### src/isa_pkg.sv
package isa_pkg;

    // Architectural sizes
    localparam int word_width     = 32;
    localparam int reg_count      = 32;
    localparam int reg_addr_width = 5;

    // Instruction field widths and positions
    localparam int op_width    = 6;
    localparam int funct_width = 6;
    localparam int imm_width   = 16;
    localparam int rs_lsb      = 21;
    localparam int rt_lsb      = 16;
    localparam int rd_lsb      = 11;

    // Hardwired zero register
    localparam logic [reg_addr_width-1:0] reg_zero = '0;

    typedef enum logic [op_width-1:0] {
        op_special = 6'h00,
        op_addiu   = 6'h09,
        op_slti    = 6'h0a,
        op_andi    = 6'h0c,
        op_ori     = 6'h0d,
        op_lui     = 6'h0f,
        op_lw      = 6'h23,
        op_sw      = 6'h2b
    } opcode_t;

    // Function codes under op_special
    typedef enum logic [funct_width-1:0] {
        fn_mult = 6'h18,
        fn_addu = 6'h21,
        fn_subu = 6'h23,
        fn_and  = 6'h24,
        fn_or   = 6'h25,
        fn_slt  = 6'h2a
    } funct_t;

endpackage

### src/issue_pkg.sv
package issue_pkg;

    // Target functional unit of an issued instruction
    typedef enum logic [1:0] {
        unit_alu  = 2'b00,
        unit_mem  = 2'b01,
        unit_mul  = 2'b10,
        unit_none = 2'b11
    } unit_t;

    // Operation handed to the ALU
    // Loads and stores use alu_add for the address sum
    typedef enum logic [2:0] {
        alu_add = 3'd0,
        alu_sub = 3'd1,
        alu_and = 3'd2,
        alu_or  = 3'd3,
        alu_slt = 3'd4,
        alu_lui = 3'd5
    } alu_op_t;

endpackage

### src/register_file.sv
`timescale 1ns/1ps

module register_file (
    input  logic                               clock,
    input  logic                               reset,
    input  logic [isa_pkg::reg_addr_width-1:0] rs_addr,
    input  logic [isa_pkg::reg_addr_width-1:0] rt_addr,
    output logic [isa_pkg::word_width-1:0]     rs_data,
    output logic [isa_pkg::word_width-1:0]     rt_data,
    input  logic                               write_en,
    input  logic [isa_pkg::reg_addr_width-1:0] write_addr,
    input  logic [isa_pkg::word_width-1:0]     write_data
);

    import isa_pkg::*;

    // Register 0 has no storage
    logic [word_width-1:0] regs [1:reg_count-1];

    // Combinational reads see the value before a same-cycle write
    assign rs_data = (rs_addr == reg_zero) ? '0 : regs[rs_addr];
    assign rt_data = (rt_addr == reg_zero) ? '0 : regs[rt_addr];

    always_ff @(posedge clock or negedge reset) begin
        if (!reset) begin
            for (int i = 1; i < reg_count; i++) begin
                regs[i] <= '0;
            end
        end else if (write_en && write_addr != reg_zero) begin
            regs[write_addr] <= write_data;
        end
    end

endmodule

### src/scoreboard.sv
`timescale 1ns/1ps

module scoreboard (
    input  logic                               clock,
    input  logic                               reset,
    input  logic [isa_pkg::reg_addr_width-1:0] rs_addr,
    input  logic [isa_pkg::reg_addr_width-1:0] rt_addr,
    output logic                               rs_pending,
    output logic                               rt_pending,
    input  logic                               set_en,
    input  logic [isa_pkg::reg_addr_width-1:0] set_addr,
    input  logic                               clear_en,
    input  logic [isa_pkg::reg_addr_width-1:0] clear_addr
);

    import isa_pkg::*;

    // One bit per register with an outstanding result
    logic [reg_count-1:0] pending;
    logic [reg_count-1:0] set_mask;
    logic [reg_count-1:0] clear_mask;

    // Both source lookups in the same cycle
    assign rs_pending = pending[rs_addr];
    assign rt_pending = pending[rt_addr];

    // One-hot decode of the issue and writeback strobes
    always_comb begin
        set_mask   = '0;
        clear_mask = '0;
        if (set_en) begin
            set_mask[set_addr] = 1'b1;
        end
        if (clear_en) begin
            clear_mask[clear_addr] = 1'b1;
        end
        // Register 0 never becomes pending
        set_mask[reg_zero]   = 1'b0;
        clear_mask[reg_zero] = 1'b0;
    end

    // Set is applied after clear so it wins on a collision
    always_ff @(posedge clock or negedge reset) begin
        if (!reset) begin
            pending <= '0;
        end else begin
            pending <= (pending & ~clear_mask) | set_mask;
        end
    end

endmodule

### src/instr_classifier.sv
`timescale 1ns/1ps

module instr_classifier (
    input  logic [isa_pkg::word_width-1:0]     instr,
    output issue_pkg::unit_t                   unit,
    output issue_pkg::alu_op_t                 alu_op,
    output logic                               uses_rs,
    output logic                               uses_rt,
    output logic [isa_pkg::reg_addr_width-1:0] dest,
    output logic                               writes_reg,
    output logic [isa_pkg::word_width-1:0]     imm
);

    import isa_pkg::*;
    import issue_pkg::*;

    opcode_t                   op;
    funct_t                    fn;
    logic [reg_addr_width-1:0] rt_field;
    logic [reg_addr_width-1:0] rd_field;
    logic [imm_width-1:0]      imm_field;
    logic                      known;

    assign op        = opcode_t'(instr[word_width-1 -: op_width]);
    assign fn        = funct_t'(instr[funct_width-1:0]);
    assign rt_field  = instr[rt_lsb +: reg_addr_width];
    assign rd_field  = instr[rd_lsb +: reg_addr_width];
    assign imm_field = instr[imm_width-1:0];

    // Unit and ALU operation per opcode and funct
    always_comb begin
        unit   = unit_none;
        alu_op = alu_add;
        case (op)
            op_special: begin
                case (fn)
                    fn_addu: unit = unit_alu;
                    fn_subu: begin
                        unit   = unit_alu;
                        alu_op = alu_sub;
                    end
                    fn_and: begin
                        unit   = unit_alu;
                        alu_op = alu_and;
                    end
                    fn_or: begin
                        unit   = unit_alu;
                        alu_op = alu_or;
                    end
                    fn_slt: begin
                        unit   = unit_alu;
                        alu_op = alu_slt;
                    end
                    fn_mult: unit = unit_mul;
                    default: unit = unit_none;
                endcase
            end
            op_addiu: unit = unit_alu;
            op_slti: begin
                unit   = unit_alu;
                alu_op = alu_slt;
            end
            op_andi: begin
                unit   = unit_alu;
                alu_op = alu_and;
            end
            op_ori: begin
                unit   = unit_alu;
                alu_op = alu_or;
            end
            op_lui: begin
                unit   = unit_alu;
                alu_op = alu_lui;
            end
            op_lw, op_sw: unit = unit_mem;
            default: unit = unit_none;
        endcase
    end

    // Register use, all off for unrecognised words
    assign known      = (unit != unit_none);
    assign uses_rs    = known && (op != op_lui);
    assign uses_rt    = known && (op == op_special || op == op_sw);
    assign writes_reg = known && (op != op_sw);
    assign dest       = !writes_reg ? reg_zero : (op == op_special) ? rd_field : rt_field;

    // Immediate extension
    always_comb begin
        case (op)
            op_andi, op_ori: imm = {{(word_width-imm_width){1'b0}}, imm_field};
            op_lui:          imm = {imm_field, {(word_width-imm_width){1'b0}}};
            default:         imm = {{(word_width-imm_width){imm_field[imm_width-1]}}, imm_field};
        endcase
    end

endmodule

### src/issue_controller.sv
`timescale 1ns/1ps

module issue_controller (
    input  logic                               clock,
    input  logic                               reset,
    input  logic                               valid,
    input  issue_pkg::unit_t                   unit,
    input  issue_pkg::alu_op_t                 alu_op,
    input  logic                               uses_rs,
    input  logic                               uses_rt,
    input  logic [isa_pkg::reg_addr_width-1:0] dest,
    input  logic                               writes_reg,
    input  logic [isa_pkg::word_width-1:0]     imm,
    input  logic                               rs_pending,
    input  logic                               rt_pending,
    input  logic [isa_pkg::word_width-1:0]     rs_data,
    input  logic [isa_pkg::word_width-1:0]     rt_data,
    output logic                               stall,
    output logic                               set_en,
    output logic [isa_pkg::reg_addr_width-1:0] set_addr,
    output logic                               ex_alu_oper,
    output logic                               ex_mem_oper,
    output logic                               ex_mul_oper,
    output issue_pkg::alu_op_t                 ex_alu_op,
    output logic [isa_pkg::word_width-1:0]     ex_rega,
    output logic [isa_pkg::word_width-1:0]     ex_regb,
    output logic [isa_pkg::word_width-1:0]     ex_imm,
    output logic [isa_pkg::reg_addr_width-1:0] ex_dest,
    output logic                               ex_writereg
);

    import isa_pkg::*;
    import issue_pkg::*;

    logic hazard;
    logic accept;

    // RAW hazard on a source that is actually read
    assign hazard = (uses_rs && rs_pending) || (uses_rt && rt_pending);
    assign stall  = valid && hazard;
    assign accept = valid && !hazard;

    // Mark the destination busy on issue, register 0 excluded
    assign set_en   = accept && writes_reg && (unit != unit_none) && (dest != reg_zero);
    assign set_addr = dest;

    // Unit pulses last one cycle and follow acceptance by one cycle
    always_ff @(posedge clock or negedge reset) begin
        if (!reset) begin
            ex_alu_oper <= 1'b0;
            ex_mem_oper <= 1'b0;
            ex_mul_oper <= 1'b0;
            ex_writereg <= 1'b0;
        end else begin
            ex_alu_oper <= accept && (unit == unit_alu);
            ex_mem_oper <= accept && (unit == unit_mem);
            ex_mul_oper <= accept && (unit == unit_mul);
            ex_writereg <= set_en;
        end
    end

    // Operand and control payload, held until the next acceptance
    always_ff @(posedge clock) begin
        if (accept) begin
            ex_alu_op <= alu_op;
            ex_rega   <= rs_data;
            ex_regb   <= rt_data;
            ex_imm    <= imm;
            ex_dest   <= dest;
        end
    end

endmodule

### src/issue_stage.sv
`timescale 1ns/1ps

module issue_stage (
    input  logic                               clock,
    input  logic                               reset,
    input  logic                               id_valid,
    input  logic [isa_pkg::word_width-1:0]     id_instr,
    output logic                               id_stall,
    input  logic                               wb_valid,
    input  logic [isa_pkg::reg_addr_width-1:0] wb_addr,
    input  logic [isa_pkg::word_width-1:0]     wb_data,
    output logic                               ex_alu_oper,
    output logic                               ex_mem_oper,
    output logic                               ex_mul_oper,
    output issue_pkg::alu_op_t                 ex_alu_op,
    output logic [isa_pkg::word_width-1:0]     ex_rega,
    output logic [isa_pkg::word_width-1:0]     ex_regb,
    output logic [isa_pkg::word_width-1:0]     ex_imm,
    output logic [isa_pkg::reg_addr_width-1:0] ex_dest,
    output logic                               ex_writereg
);

    import isa_pkg::*;
    import issue_pkg::*;

    // Source fields straight from the decode word
    logic [reg_addr_width-1:0] rs_addr;
    logic [reg_addr_width-1:0] rt_addr;

    logic [word_width-1:0]     rs_data;
    logic [word_width-1:0]     rt_data;
    logic                      rs_pending;
    logic                      rt_pending;
    logic                      set_en;
    logic [reg_addr_width-1:0] set_addr;

    // Classifier results
    unit_t                     unit;
    alu_op_t                   alu_op;
    logic                      uses_rs;
    logic                      uses_rt;
    logic [reg_addr_width-1:0] dest;
    logic                      writes_reg;
    logic [word_width-1:0]     imm;

    assign rs_addr = id_instr[rs_lsb +: reg_addr_width];
    assign rt_addr = id_instr[rt_lsb +: reg_addr_width];

    register_file register_file_i (
        .clock      (clock),
        .reset      (reset),
        .rs_addr    (rs_addr),
        .rt_addr    (rt_addr),
        .rs_data    (rs_data),
        .rt_data    (rt_data),
        .write_en   (wb_valid),
        .write_addr (wb_addr),
        .write_data (wb_data)
    );

    scoreboard scoreboard_i (
        .clock      (clock),
        .reset      (reset),
        .rs_addr    (rs_addr),
        .rt_addr    (rt_addr),
        .rs_pending (rs_pending),
        .rt_pending (rt_pending),
        .set_en     (set_en),
        .set_addr   (set_addr),
        .clear_en   (wb_valid),
        .clear_addr (wb_addr)
    );

    instr_classifier instr_classifier_i (
        .instr      (id_instr),
        .unit       (unit),
        .alu_op     (alu_op),
        .uses_rs    (uses_rs),
        .uses_rt    (uses_rt),
        .dest       (dest),
        .writes_reg (writes_reg),
        .imm        (imm)
    );

    issue_controller issue_controller_i (
        .clock       (clock),
        .reset       (reset),
        .valid       (id_valid),
        .unit        (unit),
        .alu_op      (alu_op),
        .uses_rs     (uses_rs),
        .uses_rt     (uses_rt),
        .dest        (dest),
        .writes_reg  (writes_reg),
        .imm         (imm),
        .rs_pending  (rs_pending),
        .rt_pending  (rt_pending),
        .rs_data     (rs_data),
        .rt_data     (rt_data),
        .stall       (id_stall),
        .set_en      (set_en),
        .set_addr    (set_addr),
        .ex_alu_oper (ex_alu_oper),
        .ex_mem_oper (ex_mem_oper),
        .ex_mul_oper (ex_mul_oper),
        .ex_alu_op   (ex_alu_op),
        .ex_rega     (ex_rega),
        .ex_regb     (ex_regb),
        .ex_imm      (ex_imm),
        .ex_dest     (ex_dest),
        .ex_writereg (ex_writereg)
    );

endmodule

### config.mk
export PLATFORM = sky130hd
export DESIGN_NAME = issue_stage
export DESIGN_NICKNAME = d
export VERILOG_FILES = /design/src/isa_pkg.sv /design/src/issue_pkg.sv /design/src/register_file.sv /design/src/scoreboard.sv /design/src/instr_classifier.sv /design/src/issue_controller.sv /design/src/issue_stage.sv
export SDC_FILE = /design/constraint.sdc
export NUM_CORES = 2
export LEC_CHECK = 0
export ABC_CLOCK_PERIOD_IN_PS = 4400
export BUFFER_PORTS_ARGS = -buffer_cell sky130_fd_sc_hd__buf_2
export CAP_MARGIN = 5
export CORE_ASPECT_RATIO = 1.4
export CORE_UTILIZATION = 47
export DETAILED_ROUTE_END_ITERATION = 6
export HOLD_SLACK_MARGIN = 0.06
export PLACE_DENSITY = 0.65
export SLEW_MARGIN = 40
export SYNTH_ARGS = -nofsm -noshare
export SYNTH_HDL_FRONTEND = slang
export SYNTH_SLANG_ARGS = --single-unit
### constraint.sdc
create_clock -name clock -period 4.4 [get_ports clock]
set_input_delay 0.66 -clock clock [delete_from_list [all_inputs] [get_ports clock]]
set_output_delay 0.66 -clock clock [all_outputs]
set_load 0.03 [all_outputs]
; Yosys cells after proc, flatten, opt, wreduce, memory -nomap -nowiden
; Index checks and enable logic that the tools add are counted.
[totals]
out_inout_bits = 109
elab_cells = 131
regBits = 1132
inputBits = 73
[op_classes]
magnitude_cmp = 10
bitwise_logic = 6
n_mux = 26
n_eq_ne = 18
n_reduce_logical = 30
[ops]
columns = cell, n
row1 = 992-bit bitwise mux, 1
row2 = 32-bit binary-select mux with 5-bit select, 2
row3 = 32-bit two-way mux, 7
row4 = 32-bit demux with 5-bit select, 1
row5 = 32-bit one-hot mux with 2 select lines, 1
row6 = 6-bit == test (second input constant), 7
row7 = 32-bit AND, 1
row8 = 32-bit NOT, 1
row9 = 32-bit OR, 1
row10 = 6-bit by 4-bit == test with 1-bit output (second input constant), 5
row11 = 5-bit by 6-bit < comparator with 1-bit output (second input constant), 4
row12 = 6-bit >= comparator (second input constant), 3
row13 = 5-bit NOT with 6-bit output, 3
row14 = 1-bit logical AND, 17
row15 = 3-bit one-hot mux with 5 select lines, 1
row16 = 3-bit one-hot mux with 4 select lines, 1
row17 = 1-bit binary-select mux with 5-bit select, 2
row18 = 1-bit demux with 5-bit select, 2
row19 = 5-bit by 1-bit >= comparator with 1-bit output (second input constant), 2
row20 = 5-bit zero test, 2
row21 = 5-bit two-way mux, 2
row22 = 5-bit nonzero test, 2
row23 = 5-bit OR reduction, 2
row24 = 6-bit by 5-bit == test with 1-bit output (second input constant), 1
row25 = other kinds (14), 19

; Depth between registers and ports, before layout
[logic_depth]
depth_word = 15
depth_mapped = 10
mapped_depth_nobuf = 8

; By module
; A second synthesis with hierarchy kept.
[unflattened]
hier_cells = 4469
area_unflattened_um2 = 59583.4
[by_module_without_submodules]
columns = module, area_each_um2, instances, cells_per_inst, seq_area_each_um2
row1 = register_file, 53646.5, 1, 4052, 24823.8
row2 = issue_controller, 3333.2, 1, 124, 3223.1
row3 = scoreboard, 1841.8, 1, 193, 775.7
row4 = instr_classifier, 762.0, 1, 100, 0.0

; Least setup slack after synthesis
; Ideal clock, no wire load.
[synth_timing]
path_kind = input-to-reg
from = in id_instr[23] (netlist bit)
to = reg issue_controller_i.ex_alu_op[0], enable pin
t_arrival_ns = 4.387
setup_ns = 0.457
slack_ns = -0.444
required_ns = 3.943
stages = 7
n_path_buf = 1
path_cell_list = buf_2 -> mux2_2 -> o311ai_0 -> a211oi_1 -> or4_4 -> a221o_1 -> inv_1
[synth_via]
elab_chain_cells = 6
[synth_lines]
columns = element, line
row1 = from (decl), issue_stage.sv:7  ; input logic [isa_pkg::word_width-1:0] id_instr,
row2 = 1-bit binary-select mux with 5-bit select, scoreboard.sv:24  ; assign rs_pending = pending[rs_addr];
row3 = 1-bit two-way mux (implied by the code), scoreboard.sv:24
row4 = 1-bit logical AND, issue_controller.sv:39  ; assign hazard = (uses_rs && rs_pending) || (uses_rt && rt_pending);
row5 = 1-bit logical OR, issue_controller.sv:39
row6 = 1-bit zero test, issue_controller.sv:41  ; assign accept = valid && !hazard;
row7 = 1-bit logical AND, issue_controller.sv:41
row8 = named net issue_controller_i.accept, issue_controller.sv:36  ; logic accept;
row9 = to (signal assigned), issue_controller.sv:65  ; ex_alu_op <= alu_op;
row10 = to (decl), issue_controller.sv:24  ; output issue_pkg::alu_op_t ex_alu_op,
; The timed path passes the listed nets, and every way through them passes these cells. The select of a mux whose other input is x is not followed.
; A chain may end at the register's enable or synchronous reset.

; Worst setup path in the final report
[layout_timing]
from = reg scoreboard_i.pending[7]
to = out id_stall
[layout_via]
elab_chain_cells = 5
word_cells_on_any_way = 8
classes_between = 4 x mux / 4 x reduce/logical
[layout_lines]
columns = element, line
row1 = from (decl), scoreboard.sv:19  ; logic [reg_count-1:0] pending;
row2 = from (signal assigned), scoreboard.sv:47  ; pending <= (pending & ~clear_mask) | set_mask;
row3 = 1-bit binary-select mux with 5-bit select (on tied branches), "scoreboard.sv:24, scoreboard.sv:25"
row4 = 1-bit two-way mux (on tied branches), "scoreboard.sv:24, scoreboard.sv:25"
row5 = 1-bit logical AND, issue_controller.sv:39
row6 = 1-bit logical OR (*), issue_controller.sv:39
row7 = 1-bit logical AND (*), issue_controller.sv:40  ; assign stall = valid && hazard;
row8 = to (decl), issue_stage.sv:8  ; output logic id_stall,
; Mark *: on every way between the ends. The rest lies on a longest branch, timed or not. The select of a mux whose other input is x is not followed.

==> flow_metrics.env <==
export IMPL_numClockSinks=1131
export IMPL_vias_per_cell=6.56
export IMPL_post_place_ws_ns=0.637
export IMPL_die_x_um=300
export IMPL_routedWlPerCell_um=31.1
export IMPL_clk_latency_ns=0.72
export IMPL_setup_viol=0
export IMPL_root_buffer="clkbuf_16"
export IMPL_grt_pass1_vias=36600
export IMPL_post_synth_num_cell_types=53
export IMPL_cp_data_required_time_ns=3.74
export IMPL_postCtsSetupRepairBufs=0
export IMPL_cp_slowest_cell="or4_4"
export IMPL_start_kind="flip-flop"
export IMPL_placedCellCount=5128
export IMPL_cts_resized=0
export IMPL_maxCapViolations=0
export IMPL_synthToLayoutAreaGrowth_pct=11.9
export IMPL_drcViolationCount=0
export IMPL_max_freq_mhz=284
export IMPL_ir_worst_vdd_mv=0.370
export IMPL_antenna_found_initial=7
export IMPL_hp_class="in -> reg"
export IMPL_hold_buffers=1
export IMPL_place_congestion=0.836
export IMPL_critical_path_max_fanout=3
export IMPL_htreeDepth=3
export IMPL_final_antenna_net_count=0
export IMPL_clock_path_buffers=3
export IMPL_crit_arrival_ns=2.86
export IMPL_power_leakage_nw=27.7
export IMPL_crit_path_end_kind="output pin"
export IMPL_fin_cells=5338
export IMPL_status="completed"
export IMPL_ioPinCount=182
export IMPL_finalHoldViolCount=0
export IMPL_dr_pass1_iters=7
export IMPL_synth_top_area_cell="dfrtp_1"
export IMPL_power_mw=30.1
export IMPL_drt_iter0_markers=2889
export IMPL_fin_util=0.532
export IMPL_port_buffers=181
export IMPL_syn_avg_cell_area_sq_um=16.2
export IMPL_cpPeakStageDelay_ns=0.56
export IMPL_gr_total_overflow=0
export IMPL_via_count=35000
export IMPL_drive_gt1_frac=0.594
export IMPL_grt_pass1_wl_um=250000
export IMPL_fin_skew_ns=0.0235
export IMPL_die_h_um=419
export IMPL_cts_tree="built"
export IMPL_powerDensity_mw_per_mm2=459
export IMPL_setup_slack_ns=0.877
export IMPL_synth_async_reset_ratio=0.908
export IMPL_dp_hpwl_um=92100
export IMPL_synth_seq_area_share=0.493
export IMPL_rsz0062_at_grt="false"
export IMPL_fin_crit_ns=3.52
export IMPL_hold_ws_ns=0.236
export IMPL_synth_seq_cells=1131
export IMPL_syn_cell_area_sq_mm=0.0585
export IMPL_row_count=152
export IMPL_tns_ns=0
export IMPL_syn_num_nets=3675
export IMPL_worst_r2r_startpoint="scoreboard_i.pending[7]"
export IMPL_crit_chain="mux4_2 > nand3b_1 > a21oi_1 > or4_4 > a22oi_1 > nor2_1 > buf_2"
export IMPL_coreArea_sq_mm=0.123
export IMPL_synth_top_area_share=0.439
export IMPL_synth_ff_type="dfrtp_1"
export IMPL_path_clk_slew_ns=0.06
export IMPL_syn_inst=3602
export IMPL_tightestPinTransition_ns=0.879
export IMPL_min_from="id_instr[9]"
export IMPL_n_fill_cell=9798
export IMPL_slew_limit_headroom=0.414
export IMPL_synth_edf_count=104
export IMPL_startpoint="scoreboard_i.pending[7]"
export IMPL_die_area_sq_mm=0.126
export IMPL_synthTopCellsByArea="dfrtp_1, mux4_2, mux2_2, edfxtp_1, clkbuf_1"
export IMPL_cts_buffers=111
export IMPL_postPlaceCellArea_sq_mm=0.0615
export IMPL_ys_warn_count=0
export IMPL_layout_commonest_cell="mux2_2"
export IMPL_diodes=0
export IMPL_final_nets=3700
export IMPL_grt_max_degree=115
export IMPL_final_cell_mix="mux2_2, dfrtp_1, mux4_2"
export IMPL_slew_viol_final=0
export IMPL_finalCritPeriodShare=0.801
export IMPL_totalWireLength_um=166000
export IMPL_design_area_sq_mm=0.0655
export IMPL_critPathKind="reg -> out"
export IMPL_grt_use_total=0.271
export IMPL_initial_core_util=0.475
## power breakdown
group	switching, mW	internal [mW]
clock network	4.21	6.01
registers	1.36	12.5
logic	2.27	3.69
total	7.84	22.2
## worst max-delay path: cells and delay by family (launching register included)
kind / cells / cell delay, ns
AO/OA/AOI/OAI: 2 / 0.35
AND/OR/NAND/NOR: 3 / 0.74
buffers and inverters: 1 / 0.19
flip-flops: 1 / 0.40
multiplexers: 1 / 0.47
## cells in the mapped netlist (all sizes together) (2+ instances only)
| library cell | number |
|---|---|
| o31ai | 34 |
| nor4 | 4 |
| or2 | 4 |
| nor3b | 7 |
| a221oi | 9 |
| or3b | 3 |
| nand3 | 10 |
| nor3 | 6 |
| a211oi | 5 |
| nand4 | 5 |
| mux2i | 22 |
| mux4 | 577 |
| a22oi | 2 |
| edfxtp | 104 |
| nand3b | 7 |
| or3 | 3 |
| and4 | 2 |
| and2 | 2 |
| a21oi | 7 |
| a31oi | 3 |
| or4 | 4 |
| buf | 135 |
| o41ai | 7 |
| dfrtp | 1027 |
| nand2b | 9 |
| o21ai | 27 |
| nor2b | 21 |
| a22o | 58 |
| mux2 | 1116 |
| a21o | 17 |
| clkbuf | 242 |
| nand2 | 69 |
| and3 | 2 |
| inv | 7 |
| nor2 | 34 |
## cell type report
| type | count | area (sq um) | share of cell area |
|---|---|---|---|
| Timing Repair Buffer | 289 | 2260 | 0.0345 |
| Clock buffer | 150 | 3150 | 0.0481 |
| Tap cell | 1617 | 2020 | 0.0309 |
| Multi-Input combinational cell | 2087 | 28500 | 0.435 |
| Clock inverter | 57 | 736 | 0.0112 |
| Sequential cell | 1131 | 28800 | 0.440 |
| Inverter | 7 | 30.0 | 0.000458 |
## kinds of logic (layout without fill, tap and decap cells)
family	count (synthesis)	after routing	share of synthesized area
XOR/XNOR	2	2	0.000299
AO/OA/AOI/OAI	176	176	0.0231
multiplexers	1715	1715	0.441
buffers and inverters	384	503	0.0263
flip-flops	1131	1131	0.493
AND/OR/NAND/NOR	194	194	0.0170
## per-layer routing
metal / track usage / vias up / share of wire
li1: - / 14200 / -
met1: 0.367 / 19400 / 0.41
met2: 0.452 / 1192 / 0.50
met3: 0.0348 / 296 / 0.053
met4: 0.0931 / 4 / 0.032
met5: 0 / - / 0.00019
## sequential cells by signal, summed over array words and instances (netlist names)
register and flops:
issue_controller_i.ex_alu_op 3, issue_controller_i.ex_alu_oper 1, issue_controller_i.ex_dest 5, issue_controller_i.ex_imm 32, issue_controller_i.ex_mem_oper 1, issue_controller_i.ex_mul_oper 1
issue_controller_i.ex_rega 32, issue_controller_i.ex_regb 32, issue_controller_i.ex_writereg 1, register_file_i.regs 992, scoreboard_i.pending 31
## final timing paths
kind	end	slack, ns	depth (start not counted)
max	id_stall	0.88	7
min	issue_controller_i.ex_imm[25]	0.24	2
max reg2reg	issue_controller_i.ex_rega[8]	1.41	7
min reg2reg	scoreboard_i.pending[8]	0.51	2
max in group asynchronous	register_file_i.regs[790]	2.61	4
min in group asynchronous	register_file_i.regs[648]	0.39	2
Power figures use the tool's default switching activity.
